$ cat config.mk
export PLATFORM = sky130hd
export DESIGN_NAME = cache_top
export DESIGN_NICKNAME = d
export VERILOG_FILES = /design/src/hw/bus_pkg.sv /design/src/hw/cache_pkg.sv /design/src/hw/cache_ctrl.sv /design/src/hw/cache_top.sv /design/src/hw/line_store.sv /design/src/hw/mem_port.sv
export VERILOG_INCLUDE_DIRS = /design/src /design/src/include
export SDC_FILE = /design/constraint.sdc
export NUM_CORES = 2
export LEC_CHECK = 0
export ABC_AREA = 1
export BUFFER_PORTS_ARGS = -buffer_cell sky130_fd_sc_hd__buf_2
export CAP_MARGIN = 20
export CORE_AREA = 2 2 289 577
export DETAILED_ROUTE_END_ITERATION = 6
export DIE_AREA = 0 0 291 579
export PLACE_DENSITY_LB_ADDON = 0.3
export SLEW_MARGIN = 30
export SYNTH_ARGS = -nofsm -noshare
export SYNTH_HDL_FRONTEND = slang
export SYNTH_SLANG_ARGS = --single-unit
$ cat constraint.sdc
create_clock -name clk -period 18.7 [get_ports clk]
set_clock_uncertainty 0.1 [all_clocks]
set_input_delay 2.805 -clock clk [delete_from_list [all_inputs] [get_ports clk]]
set_output_delay 2.805 -clock clk [all_outputs]
set_load 0.01 [all_outputs]
$ cat src/include/cache_params.svh
`ifndef CACHE_PARAMS_SVH
`define CACHE_PARAMS_SVH

// cache geometry
`define CACHE_LINES      8
`define WORDS_PER_LINE   4
`define WORD_WIDTH       32

// processor word address split as tag | index | offset
`define PROC_ADDR_WIDTH  30
`define OFFSET_WIDTH     2
`define INDEX_WIDTH      3
`define TAG_WIDTH        25

// memory side moves whole lines
`define MEM_ADDR_WIDTH   28
`define LINE_WIDTH       128

`endif

$ cat src/hw/bus_pkg.sv
`default_nettype none

`include "cache_params.svh"

package bus_pkg;

    // command handed to the memory port
    typedef enum logic [1:0] {
        BUS_IDLE,
        BUS_READ,
        BUS_WRITE
    } bus_cmd_t;

    typedef logic [`MEM_ADDR_WIDTH-1:0] mem_addr_t;

    // word 0 sits in the low bits
    typedef logic [`LINE_WIDTH-1:0]     line_t;

endpackage

`default_nettype wire

$ cat src/hw/cache_pkg.sv
`default_nettype none

`include "cache_params.svh"

package cache_pkg;

    // controller states
    typedef enum logic [2:0] {
        LOOKUP,
        WRITE_BACK,
        REFILL,
        RESPOND,
        SETTLE
    } ctrl_state_t;

    typedef logic [`WORD_WIDTH-1:0]      word_t;
    typedef logic [`TAG_WIDTH-1:0]       tag_t;
    typedef logic [`INDEX_WIDTH-1:0]     index_t;
    typedef logic [`OFFSET_WIDTH-1:0]    offset_t;

    // word address from the processor
    typedef logic [`PROC_ADDR_WIDTH-1:0] proc_addr_t;

endpackage

`default_nettype wire

$ cat src/hw/cache_ctrl.sv
`timescale 1ns/1ps
`default_nettype none

`include "cache_params.svh"

module cache_ctrl (
    input  wire logic                   clk,
    input  wire logic                   proc_reset,
    input  wire logic                   proc_read,
    input  wire logic                   proc_write,
    input  wire cache_pkg::proc_addr_t  proc_addr,
    input  wire cache_pkg::word_t       proc_wdata,
    output logic                        proc_stall,
    output cache_pkg::word_t            proc_rdata,
    input  wire logic                   hit,
    input  wire logic                   dirty,
    input  wire bus_pkg::line_t         line_data,
    output cache_pkg::index_t           index,
    output cache_pkg::tag_t             req_tag,
    output cache_pkg::offset_t          word_sel,
    output logic                        fill_en,
    output logic                        word_wr_en,
    output cache_pkg::word_t            wr_word,
    output bus_pkg::bus_cmd_t           bus_cmd,
    output bus_pkg::mem_addr_t          req_line_addr,
    input  wire logic                   ready,
    input  wire bus_pkg::line_t         fill_data
);
    import cache_pkg::*;
    import bus_pkg::*;

    logic        read_q;
    logic        write_q;
    proc_addr_t  addr_q;
    word_t       wdata_q;

    ctrl_state_t state;
    ctrl_state_t state_next;
    logic        stall_next;
    word_t       rdata_next;

    function automatic word_t pick_word(input line_t line, input offset_t sel);
        return line[sel*`WORD_WIDTH +: `WORD_WIDTH];
    endfunction

    // processor request one cycle behind the pins
    always_ff @(posedge clk or posedge proc_reset) begin
        if (proc_reset) begin
            read_q  <= 1'b0;
            write_q <= 1'b0;
        end else begin
            read_q  <= proc_read;
            write_q <= proc_write;
        end
    end

    always_ff @(posedge clk) begin
        addr_q  <= proc_addr;
        wdata_q <= proc_wdata;
    end

    // tag | index | word
    assign req_tag       = addr_q[`PROC_ADDR_WIDTH-1 -: `TAG_WIDTH];
    assign index         = addr_q[`OFFSET_WIDTH +: `INDEX_WIDTH];
    assign word_sel      = addr_q[`OFFSET_WIDTH-1:0];
    assign req_line_addr = addr_q[`PROC_ADDR_WIDTH-1:`OFFSET_WIDTH];
    assign wr_word       = wdata_q;

    // line is loaded on the edge that leaves REFILL
    assign fill_en    = (state == REFILL) && ready;
    assign word_wr_en = (state == RESPOND) && write_q;

    // mem_port registers bus_cmd for the next cycle
    always_comb begin
        state_next = state;
        bus_cmd    = BUS_IDLE;
        stall_next = 1'b1;
        rdata_next = proc_rdata;
        case (state)
            LOOKUP: begin
                if (read_q || write_q) begin
                    if (hit) begin
                        state_next = RESPOND;
                        stall_next = 1'b0;
                        rdata_next = pick_word(line_data, word_sel);
                    end else if (dirty) begin
                        state_next = WRITE_BACK;
                        bus_cmd    = BUS_WRITE;
                    end else begin
                        state_next = REFILL;
                        bus_cmd    = BUS_READ;
                    end
                end
            end
            WRITE_BACK: begin
                if (ready) begin
                    state_next = REFILL;
                    bus_cmd    = BUS_READ;
                end else begin
                    bus_cmd = BUS_WRITE;
                end
            end
            REFILL: begin
                if (ready) begin
                    state_next = RESPOND;
                    stall_next = 1'b0;
                    // answer straight from the returned line
                    rdata_next = pick_word(fill_data, word_sel);
                end else begin
                    bus_cmd = BUS_READ;
                end
            end
            RESPOND: begin
                state_next = SETTLE;
            end
            SETTLE: begin
                state_next = LOOKUP;
            end
            default: begin
                state_next = LOOKUP;
            end
        endcase
    end

    always_ff @(posedge clk or posedge proc_reset) begin
        if (proc_reset) begin
            state      <= LOOKUP;
            proc_stall <= 1'b1;
        end else begin
            state      <= state_next;
            proc_stall <= stall_next;
        end
    end

    always_ff @(posedge clk) begin
        proc_rdata <= rdata_next;
    end

endmodule

`default_nettype wire

$ cat src/hw/cache_top.sv
`timescale 1ns/1ps
`default_nettype none

module cache_top (
    input  wire logic                   clk,
    input  wire logic                   proc_reset,
    input  wire logic                   proc_read,
    input  wire logic                   proc_write,
    input  wire cache_pkg::proc_addr_t  proc_addr,
    input  wire cache_pkg::word_t       proc_wdata,
    output logic                        proc_stall,
    output cache_pkg::word_t            proc_rdata,
    output logic                        mem_read,
    output logic                        mem_write,
    output bus_pkg::mem_addr_t          mem_addr,
    output bus_pkg::line_t              mem_wdata,
    input  wire logic                   mem_ready,
    input  wire bus_pkg::line_t         mem_rdata
);
    import cache_pkg::*;
    import bus_pkg::*;

    logic      hit;
    logic      dirty;
    logic      fill_en;
    logic      word_wr_en;
    logic      ready;
    index_t    index;
    tag_t      req_tag;
    tag_t      victim_tag;
    offset_t   word_sel;
    word_t     wr_word;
    line_t     line_data;
    line_t     fill_data;
    bus_cmd_t  bus_cmd;
    mem_addr_t req_line_addr;

    cache_ctrl u_ctrl (
        .clk           (clk),
        .proc_reset    (proc_reset),
        .proc_read     (proc_read),
        .proc_write    (proc_write),
        .proc_addr     (proc_addr),
        .proc_wdata    (proc_wdata),
        .proc_stall    (proc_stall),
        .proc_rdata    (proc_rdata),
        .hit           (hit),
        .dirty         (dirty),
        .line_data     (line_data),
        .index         (index),
        .req_tag       (req_tag),
        .word_sel      (word_sel),
        .fill_en       (fill_en),
        .word_wr_en    (word_wr_en),
        .wr_word       (wr_word),
        .bus_cmd       (bus_cmd),
        .req_line_addr (req_line_addr),
        .ready         (ready),
        .fill_data     (fill_data)
    );

    line_store u_store (
        .clk        (clk),
        .proc_reset (proc_reset),
        .index      (index),
        .req_tag    (req_tag),
        .word_sel   (word_sel),
        .fill_en    (fill_en),
        .word_wr_en (word_wr_en),
        .wr_word    (wr_word),
        .fill_data  (fill_data),
        .hit        (hit),
        .dirty      (dirty),
        .victim_tag (victim_tag),
        .line_data  (line_data)
    );

    mem_port u_mem (
        .clk           (clk),
        .proc_reset    (proc_reset),
        .bus_cmd       (bus_cmd),
        .req_line_addr (req_line_addr),
        .victim_tag    (victim_tag),
        .index         (index),
        .line_data     (line_data),
        .mem_read      (mem_read),
        .mem_write     (mem_write),
        .mem_addr      (mem_addr),
        .mem_wdata     (mem_wdata),
        .mem_ready     (mem_ready),
        .mem_rdata     (mem_rdata),
        .ready         (ready),
        .fill_data     (fill_data)
    );

endmodule

`default_nettype wire

$ cat src/hw/line_store.sv
`timescale 1ns/1ps
`default_nettype none

`include "cache_params.svh"

module line_store (
    input  wire logic                clk,
    input  wire logic                proc_reset,
    input  wire cache_pkg::index_t   index,
    input  wire cache_pkg::tag_t     req_tag,
    input  wire cache_pkg::offset_t  word_sel,
    input  wire logic                fill_en,
    input  wire logic                word_wr_en,
    input  wire cache_pkg::word_t    wr_word,
    input  wire bus_pkg::line_t      fill_data,
    output logic                     hit,
    output logic                     dirty,
    output cache_pkg::tag_t          victim_tag,
    output bus_pkg::line_t           line_data
);
    import cache_pkg::*;

    word_t                   data_q [`CACHE_LINES][`WORDS_PER_LINE];
    tag_t                    tag_q  [`CACHE_LINES];
    logic [`CACHE_LINES-1:0] valid_q;
    logic [`CACHE_LINES-1:0] dirty_q;

    // read side has no delay
    always_comb begin
        for (int w = 0; w < `WORDS_PER_LINE; w++) begin
            line_data[w*`WORD_WIDTH +: `WORD_WIDTH] = data_q[index][w];
        end
    end

    assign victim_tag = tag_q[index];
    assign dirty      = dirty_q[index];

    // tag compare
    assign hit = valid_q[index] && (tag_q[index] == req_tag);

    always_ff @(posedge clk) begin
        if (fill_en) begin
            tag_q[index] <= req_tag;
            for (int w = 0; w < `WORDS_PER_LINE; w++) begin
                data_q[index][w] <= fill_data[w*`WORD_WIDTH +: `WORD_WIDTH];
            end
        end else if (word_wr_en) begin
            data_q[index][word_sel] <= wr_word;
        end
    end

    // status bits
    always_ff @(posedge clk or posedge proc_reset) begin
        if (proc_reset) begin
            valid_q <= '0;
            dirty_q <= '0;
        end else if (fill_en) begin
            valid_q[index] <= 1'b1;
            dirty_q[index] <= 1'b0;
        end else if (word_wr_en) begin
            dirty_q[index] <= 1'b1;
        end
    end

endmodule

`default_nettype wire

$ cat src/hw/mem_port.sv
`timescale 1ns/1ps
`default_nettype none

module mem_port (
    input  wire logic                clk,
    input  wire logic                proc_reset,
    input  wire bus_pkg::bus_cmd_t   bus_cmd,
    input  wire bus_pkg::mem_addr_t  req_line_addr,
    input  wire cache_pkg::tag_t     victim_tag,
    input  wire cache_pkg::index_t   index,
    input  wire bus_pkg::line_t      line_data,
    output logic                     mem_read,
    output logic                     mem_write,
    output bus_pkg::mem_addr_t       mem_addr,
    output bus_pkg::line_t           mem_wdata,
    input  wire logic                mem_ready,
    input  wire bus_pkg::line_t      mem_rdata,
    output logic                     ready,
    output bus_pkg::line_t           fill_data
);
    import bus_pkg::*;

    always_ff @(posedge clk or posedge proc_reset) begin
        if (proc_reset) begin
            mem_read  <= 1'b0;
            mem_write <= 1'b0;
            ready     <= 1'b0;
        end else begin
            mem_read  <= (bus_cmd == BUS_READ);
            mem_write <= (bus_cmd == BUS_WRITE);
            ready     <= mem_ready;
        end
    end

    // address and data hold while idle
    always_ff @(posedge clk) begin
        fill_data <= mem_rdata;
        if (bus_cmd == BUS_WRITE) begin
            // victim line goes back to where it came from
            mem_addr  <= {victim_tag, index};
            mem_wdata <= line_data;
        end else if (bus_cmd == BUS_READ) begin
            mem_addr <= req_line_addr;
        end
    end

endmodule

`default_nettype wire

[After elaboration in Yosys (flattened, before gate mapping)]
Memory sizes are Yosys's and may differ from the RTL's. A register that Yosys moved wholly into a read port is not among the register bits.
Index checks and enable logic that the tools add are counted.
Storage, ports and cells
  register bits after elaboration: 403
  memory bits (writable): 1224
  output and inout port bits: 191
  logic and storage cells: 343
  memories kept: 2
Memories
  u_store.data_q: depth 8, width 128, rd ports 1, clocked after memory_dff 1, wr ports 1, line line_store.sv:23  | word_t data_q [`CACHE_LINES][`WORDS_PER_LINE];
  u_store.tag_q: depth 8, width 25, rd ports 1, clocked after memory_dff 1, wr ports 1, line line_store.sv:24  | tag_t tag_q [`CACHE_LINES];
Operators by class
  $lt $le $gt $ge: 4
  equality and inequality tests: 10
  shift-type cells: 2
  multiplexer cells: 165
  bitwise logic cells: 133
  reduce and logical (&&, ||, !) cells: 12
Operator list (count)
  128-bit by 8-bit indexed part select with 32-bit output: 2
  1-bit two-way mux: 139
  128-bit two-way mux: 1
  32-bit two-way mux: 4
  1-bit OR: 128
  32-bit demux with 2-bit select: 1
  32-bit case mux with 2 select lines: 1
  28-bit two-way mux: 2
  25-bit == test: 1
  8-bit two-way mux: 2
  8-bit OR: 2
  3-bit two-way mux: 4
  3-bit case mux with 4 select lines: 1
  2-bit two-way mux: 5
  8-bit AND: 1
  8-bit NOT: 1
  1-bit binary-select mux with 3-bit select: 2
  3-bit by 2-bit == test with 1-bit output, second input constant: 2
  2-bit by 1-bit inequality test with 1-bit output, second input constant: 3
  2-bit case mux with 3 select lines: 1
  2-bit nonzero test: 3
  1-bit logical AND: 5
  3-bit by 4-bit less-than comparator with 1-bit output, second input constant: 1
  4-bit AND reduction: 1
  other kinds (13): 13

[Longest topological paths before layout]
  depth in word-level cells: 9
  depth in mapped cells: 22

[Cells and area by module]
From an unflattened synthesis, not the netlist that was laid out.
Second synthesis, totals
  cell total of the unflattened synthesis: 4941
  area total of the unflattened synthesis: 62014.5 sq um
Modules (own cells, without submodules)
  line_store: times used 1, cells an instance 3529, area an instance 47934.7 sq um, seq. area each 37155.6 sq um
  mem_port: times used 1, cells an instance 384, area an instance 7749.9 sq um, seq. area each 7322.0 sq um
  cache_ctrl: times used 1, cells an instance 1028, area an instance 6329.8 sq um, seq. area each 2353.5 sq um

[Least setup slack after synthesis]
OpenSTA, ideal clock, no wires.
  path type: flip-flop to flip-flop
  from: reg u_ctrl.addr_q[4]
  to: reg u_mem.mem_addr[10], data pin
  library setup time: 0.267 ns
  data arrival time: 5.618 ns
  path slack: 12.715 ns
  cell stages (with the launch flop): 22
  buffers on the path: 3
  path through: dfxtp_1 buf_4 inv_2 nor2_4 buf_2 nand3_1 nand2_1 nor2_1 nand2_1 nand2_1 nor2_1 nand3_1 nor2_2 nand2_2 nand3_1 nand2_1 inv_2 ha_1 inv_1 clkbuf_1 nand2_1 o21ai_0
On the way
  longest elaborated chain between the ends: 8
  elaborated cells on any way between the ends: 11
  classes of those cells: eq/ne (1); mux (9); reduce/logical (1)
Ends and longest elaborated chain
  start, declared: line cache_ctrl.sv:34  | proc_addr_t addr_q;
  start signal, assigned: line cache_ctrl.sv:58  | addr_q <= proc_addr;
  1-bit binary-select mux with 3-bit select, on equally long branches: line line_store.sv:36, line_store.sv:39
  1-bit two-way mux, on equally long branches: line line_store.sv:36, line_store.sv:39
  2-bit two-way mux / 1-bit logical AND (equally long branches): line cache_ctrl.sv:86, line_store.sv:39
  2-bit two-way mux (*): line cache_ctrl.sv:82  | if (hit) begin
  2-bit two-way mux (*): line cache_ctrl.sv:81  | if (read_q || write_q) begin
  2-bit case mux with 3 select lines (*): line cache_ctrl.sv:79  | case (state)
  2-bit == test (*): line mem_port.sv:38  | if (bus_cmd == BUS_WRITE) begin
  28-bit two-way mux (*): line mem_port.sv:38
  end signal, assigned: line mem_port.sv:40  | mem_addr <= {victim_tag, index};
  end signal, assigned: line mem_port.sv:43  | mem_addr <= req_line_addr;
  end, declared: line mem_port.sv:14  | output bus_pkg::mem_addr_t mem_addr,
Mark *: on every way between the ends. The rest lies on a longest branch, timed or not. The select of a mux whose other input is x is not followed.
A chain may end at the register's enable or synchronous reset.

[Final worst setup path]
  from: reg u_ctrl.addr_q[3]
  to: reg u_mem.mem_wdata[26], enable pin
On the way
  longest elaborated chain between the ends: 7
  elaborated cells on any way between the ends: 10
  classes of those cells: eq/ne (1); mux (8); reduce/logical (1)
Ends and longest elaborated chain
  1-bit binary-select mux with 3-bit select, on equally long branches: line line_store.sv:36, line_store.sv:39
  1-bit two-way mux, on equally long branches: line line_store.sv:36, line_store.sv:39
  2-bit two-way mux / 1-bit logical AND (equally long branches): line cache_ctrl.sv:86, line_store.sv:39
  2-bit two-way mux (*): line cache_ctrl.sv:82
  2-bit two-way mux (*): line cache_ctrl.sv:81
  2-bit case mux with 3 select lines (*): line cache_ctrl.sv:79
  2-bit == test (*): line mem_port.sv:38
  end signal, assigned: line mem_port.sv:41  | mem_wdata <= line_data;
  end, declared: line mem_port.sv:15  | output bus_pkg::line_t mem_wdata,
Marked as above.

==> run_results.csv <==
group,metric,value,unit
cells_and_area,postLayoutCellArea,70100,um^2
critical_path,critPathLaunchType,"flop",
power,p_int,6340,uW
die,fp.dieH,579,um
route,firstDrtPassIters,5,
clock_tree,clk_latency,810,ps
clock_tree,clk_pin_slew,60,ps
power,p_comb_frac,0.133,
place,io_buffer_count,385,
critical_path,path_class,"flop to flop",
grt,grt_max_degree,105,
worst_hold_path,hold_end,"u_store.valid_q[2]$_DFFE_PP0P_",
route,dr.first_iter.drc_count,4581,
die,rows,211,
grt,grt_use_total,0.213,
cells_and_area,area_growth,16.0,%
job,cap_violations,0,
place,dpl_cell_area,65000,um^2
critical_path,reg2reg_to,"u_mem.mem_wdata[26]$_DFFE_PN_",
yosys,synth_seq_cells,1627,
cells_and_area,final_common_cell,"edfxtp_1",
yosys,synth_cell_types,45,
yosys,async_flop_share,0.0154,
die,coreArea,164000,um^2
critical_path,r2r-start,"u_ctrl.addr_q[3]$_DFF_P_",
clock_tree,clock_path_buffers,3,
critical_path,cp.required,19020,ps
critical_path,cp_max_fo,56,
grt,grt_antenna_before_repair,11,
clock_tree,postCtsSetupBuffers,0,
clock_tree,cts_resized,0,
power,switching_share,0.276,
worst_hold_path,min_from,"u_store.valid_q[2]$_DFFE_PP0P_",
grt,overflow,0,
clock_tree,cts_root_buf,"clkbuf_16",
yosys,avgSynthCellArea,14.1,um^2
timing,fmax,199,MHz
timing,relSlewSlack,0.308,
yosys,synthTopCellsByArea,"edfxtp_1, dfxtp_1, nand2_1",
route,avgViaCountPerCell,5.39,
route,drc,0,
timing,slew_viol_final,0,
power,vdd_drop_max,104,uV
worst_hold_path,min_path_cells,2,
clock_tree,clock-sinks,1627,
worst_hold_path,hold_path_class,"flop to flop",
cells_and_area,most-common-layout-cells,"edfxtp_1, nand2_1, buf_2",
yosys,synth-edff-count,1412,
power,p_clk_frac,0.355,
power,p_per_area,125,nW/um^2
timing,fin_hold_ws,363,ps
yosys,yosys_warnings,0,
cells_and_area,finish.net_count,4888,
power,pwr-share-seq,0.512,
place,finalWeightedCongestion,1.02,
timing,finalHoldViolCount,0,
yosys,syn_nets,4480,
timing,rsz0062_at_grt,"false",
critical_path,r2r_cells,11,
timing,setup_viol,0,
power,p_leak,0.0255,uW
power,p_switching,2420,uW
die,start_util,0.367,
outcome,status,"finished clean",
clock_tree,cts_max_level,4,
clock_tree,cts_tree,"built",
yosys,synth_ff_type,"edfxtp_1",
die,die_area,168000,um^2
die,ios,386,
clock_tree,holdBufCountCts,0,
yosys,synth_top_area_cell,"edfxtp_1",
timing,worst_slew_pin_slew,1030,ps
die,die_w,291,um
cells_and_area,n_fill_cell,14800,
timing,finalSetupTns,0,ps
route,routed_wl,183000,um
route,ant_nets,0,
grt,grt_pass1_vias,35800,
timing,post-route-min-period,5020,ps
critical_path,critPathCaptureType,"flop",
yosys,synthCells,4282,
cells_and_area,final_layout_size_suffix_gt1_frac,0.173,
place,hpwl,112000,um
critical_path,r2r_slack,13680,ps
grt,grt_pass1_wl,259000,um
clock_tree,cts_buffers,147,
yosys,synth_top_area_share,0.702,
timing,finalCritPeriodShare,0.268,
route,avgRoutedWirePerCell,26.3,um
route,dr_total_vias,37500,
yosys,syn_area,60400,um^2
yosys,seq_area_frac_synth,0.775,
critical_path,critPathArrivalTime,5340,ps
[routing by layer]
layer / wire (um) / global-route usage / share of wire / vias to the layer above
met2: 83700 / 0.335 / 0.46 / 2072
met4: 6960 / 0.0822 / 0.038 / 0
met5: 0 / 0 / 0 / -
li1: - / - / - / 16400
met1: 75600 / 0.294 / 0.41 / 18600
met3: 16700 / 0.0374 / 0.091 / 325
[Yosys cell counts, types with 4 or more instances]
library cell,count
nor2_1,179
buf_6,11
edfxtp_1,1412
nand3b_1,6
inv_1,287
a22oi_1,122
o21bai_1,125
and3_1,6
o211ai_1,6
inv_2,9
o21ai_0,318
a221oi_2,36
nor2_2,4
a22o_1,71
o21ai_1,13
a221oi_1,70
dfrtp_1,24
nand2_1,855
or2_2,17
nor2_4,7
a21oi_1,35
nand4_1,99
or2_1,4
o2bb2ai_1,13
a211oi_1,4
clkbuf_1,95
nand2_4,4
nor3_1,7
buf_2,84
o22ai_1,17
nand3_1,100
buf_1,11
dfxtp_1,190
o2111a_1,10
buf_4,11
[metrics by stage]
stage                     total power (uW)  setup WS, ps  utilization  std cells
after floorplan                       5080         12720            -       4282
after global placement                5690         13750        0.395       6671
after detailed placement              5710         13640        0.395       6671
after CTS                             8810         13650        0.426       6943
after global routing                  9030         13370        0.426       6944
final                                 8760         13680        0.426       6945
[cell families after synthesis]
family / share of synthesized area
and+or+nand+nor: 0.0908
DFF: 0.775
buffers and inverters: 0.0355
AOI/OAI and AO/OA: 0.0979
adders and majority gates: 0.000621
[registers in the layout, indices dropped and copies added (netlist names), named ones only]
name / cells
u_store.data_q: 1024
u_store.tag_q: 200
u_mem.fill_data: 128
u_mem.mem_wdata: 128
u_ctrl.proc_rdata: 32
u_ctrl.wr_word: 32
u_ctrl.addr_q: 30
u_mem.mem_addr: 28
u_store.valid_q: 8
u_ctrl.state: 3
u_ctrl.proc_stall: 1
u_ctrl.read_q: 1
u_ctrl.write_q: 1
u_mem.mem_read: 1
u_mem.mem_write: 1
u_mem.ready: 1
[worst max path at each step]
stage | from | end | cells after the start
6_report | u_ctrl.addr_q[3]$_DFF_P_ | u_mem.mem_wdata[26]$_DFFE_PN_ | 11
4_1_cts | u_ctrl.addr_q[3]$_DFF_P_ | u_mem.mem_wdata[61]$_DFFE_PN_ | 11
5_1_grt | u_ctrl.addr_q[2]$_DFF_P_ | u_mem.mem_wdata[21]$_DFFE_PN_ | 18
3_5_place_dp | u_ctrl.addr_q[3]$_DFF_P_ | u_mem.mem_wdata[56]$_DFFE_PN_ | 11
3_3_place_gp | u_ctrl.addr_q[3]$_DFF_P_ | u_mem.mem_wdata[53]$_DFFE_PN_ | 11
2_1_floorplan | u_ctrl.addr_q[4]$_DFF_P_ | u_mem.mem_addr[10]$_DFFE_PP_ | 21
[critical path, stage by stage (launching register included)]
cell and delay, ps:
dfxtp_1 780, nor2_4 330, nand2_2 130, buf_4 590, inv_4 360, a221oi_1 370, nand2_1 150, inv_1 100
nand3_1 80, nand2_1 160, ha_4 590, buf_4 750
[power by group through the flow]
stage / registers, uW / logic, uW / clock network [uW]
CTS: 4480 / 1160 / 3170
finish: 4480 / 1170 / 3110
global route: 4500 / 1240 / 3290
global placement: 4560 / 1140 / 0
floorplan: 4560 / 517 / 0
detailed placement: 4550 / 1160 / 0
[area by class of cell]
class	count	area, um^2	area share
antenna	2	5.00	0.0000714
inverter	298	1130	0.0161
timing repair buffer	471	2620	0.0374
clock buffer	207	4120	0.0588
clock inverter	65	947	0.0135
sequential	1627	46800	0.668
multi-input combinational	2145	11800	0.168
tap	2130	2670	0.0380
No activity file was read; power rests on OpenSTA's default activity.
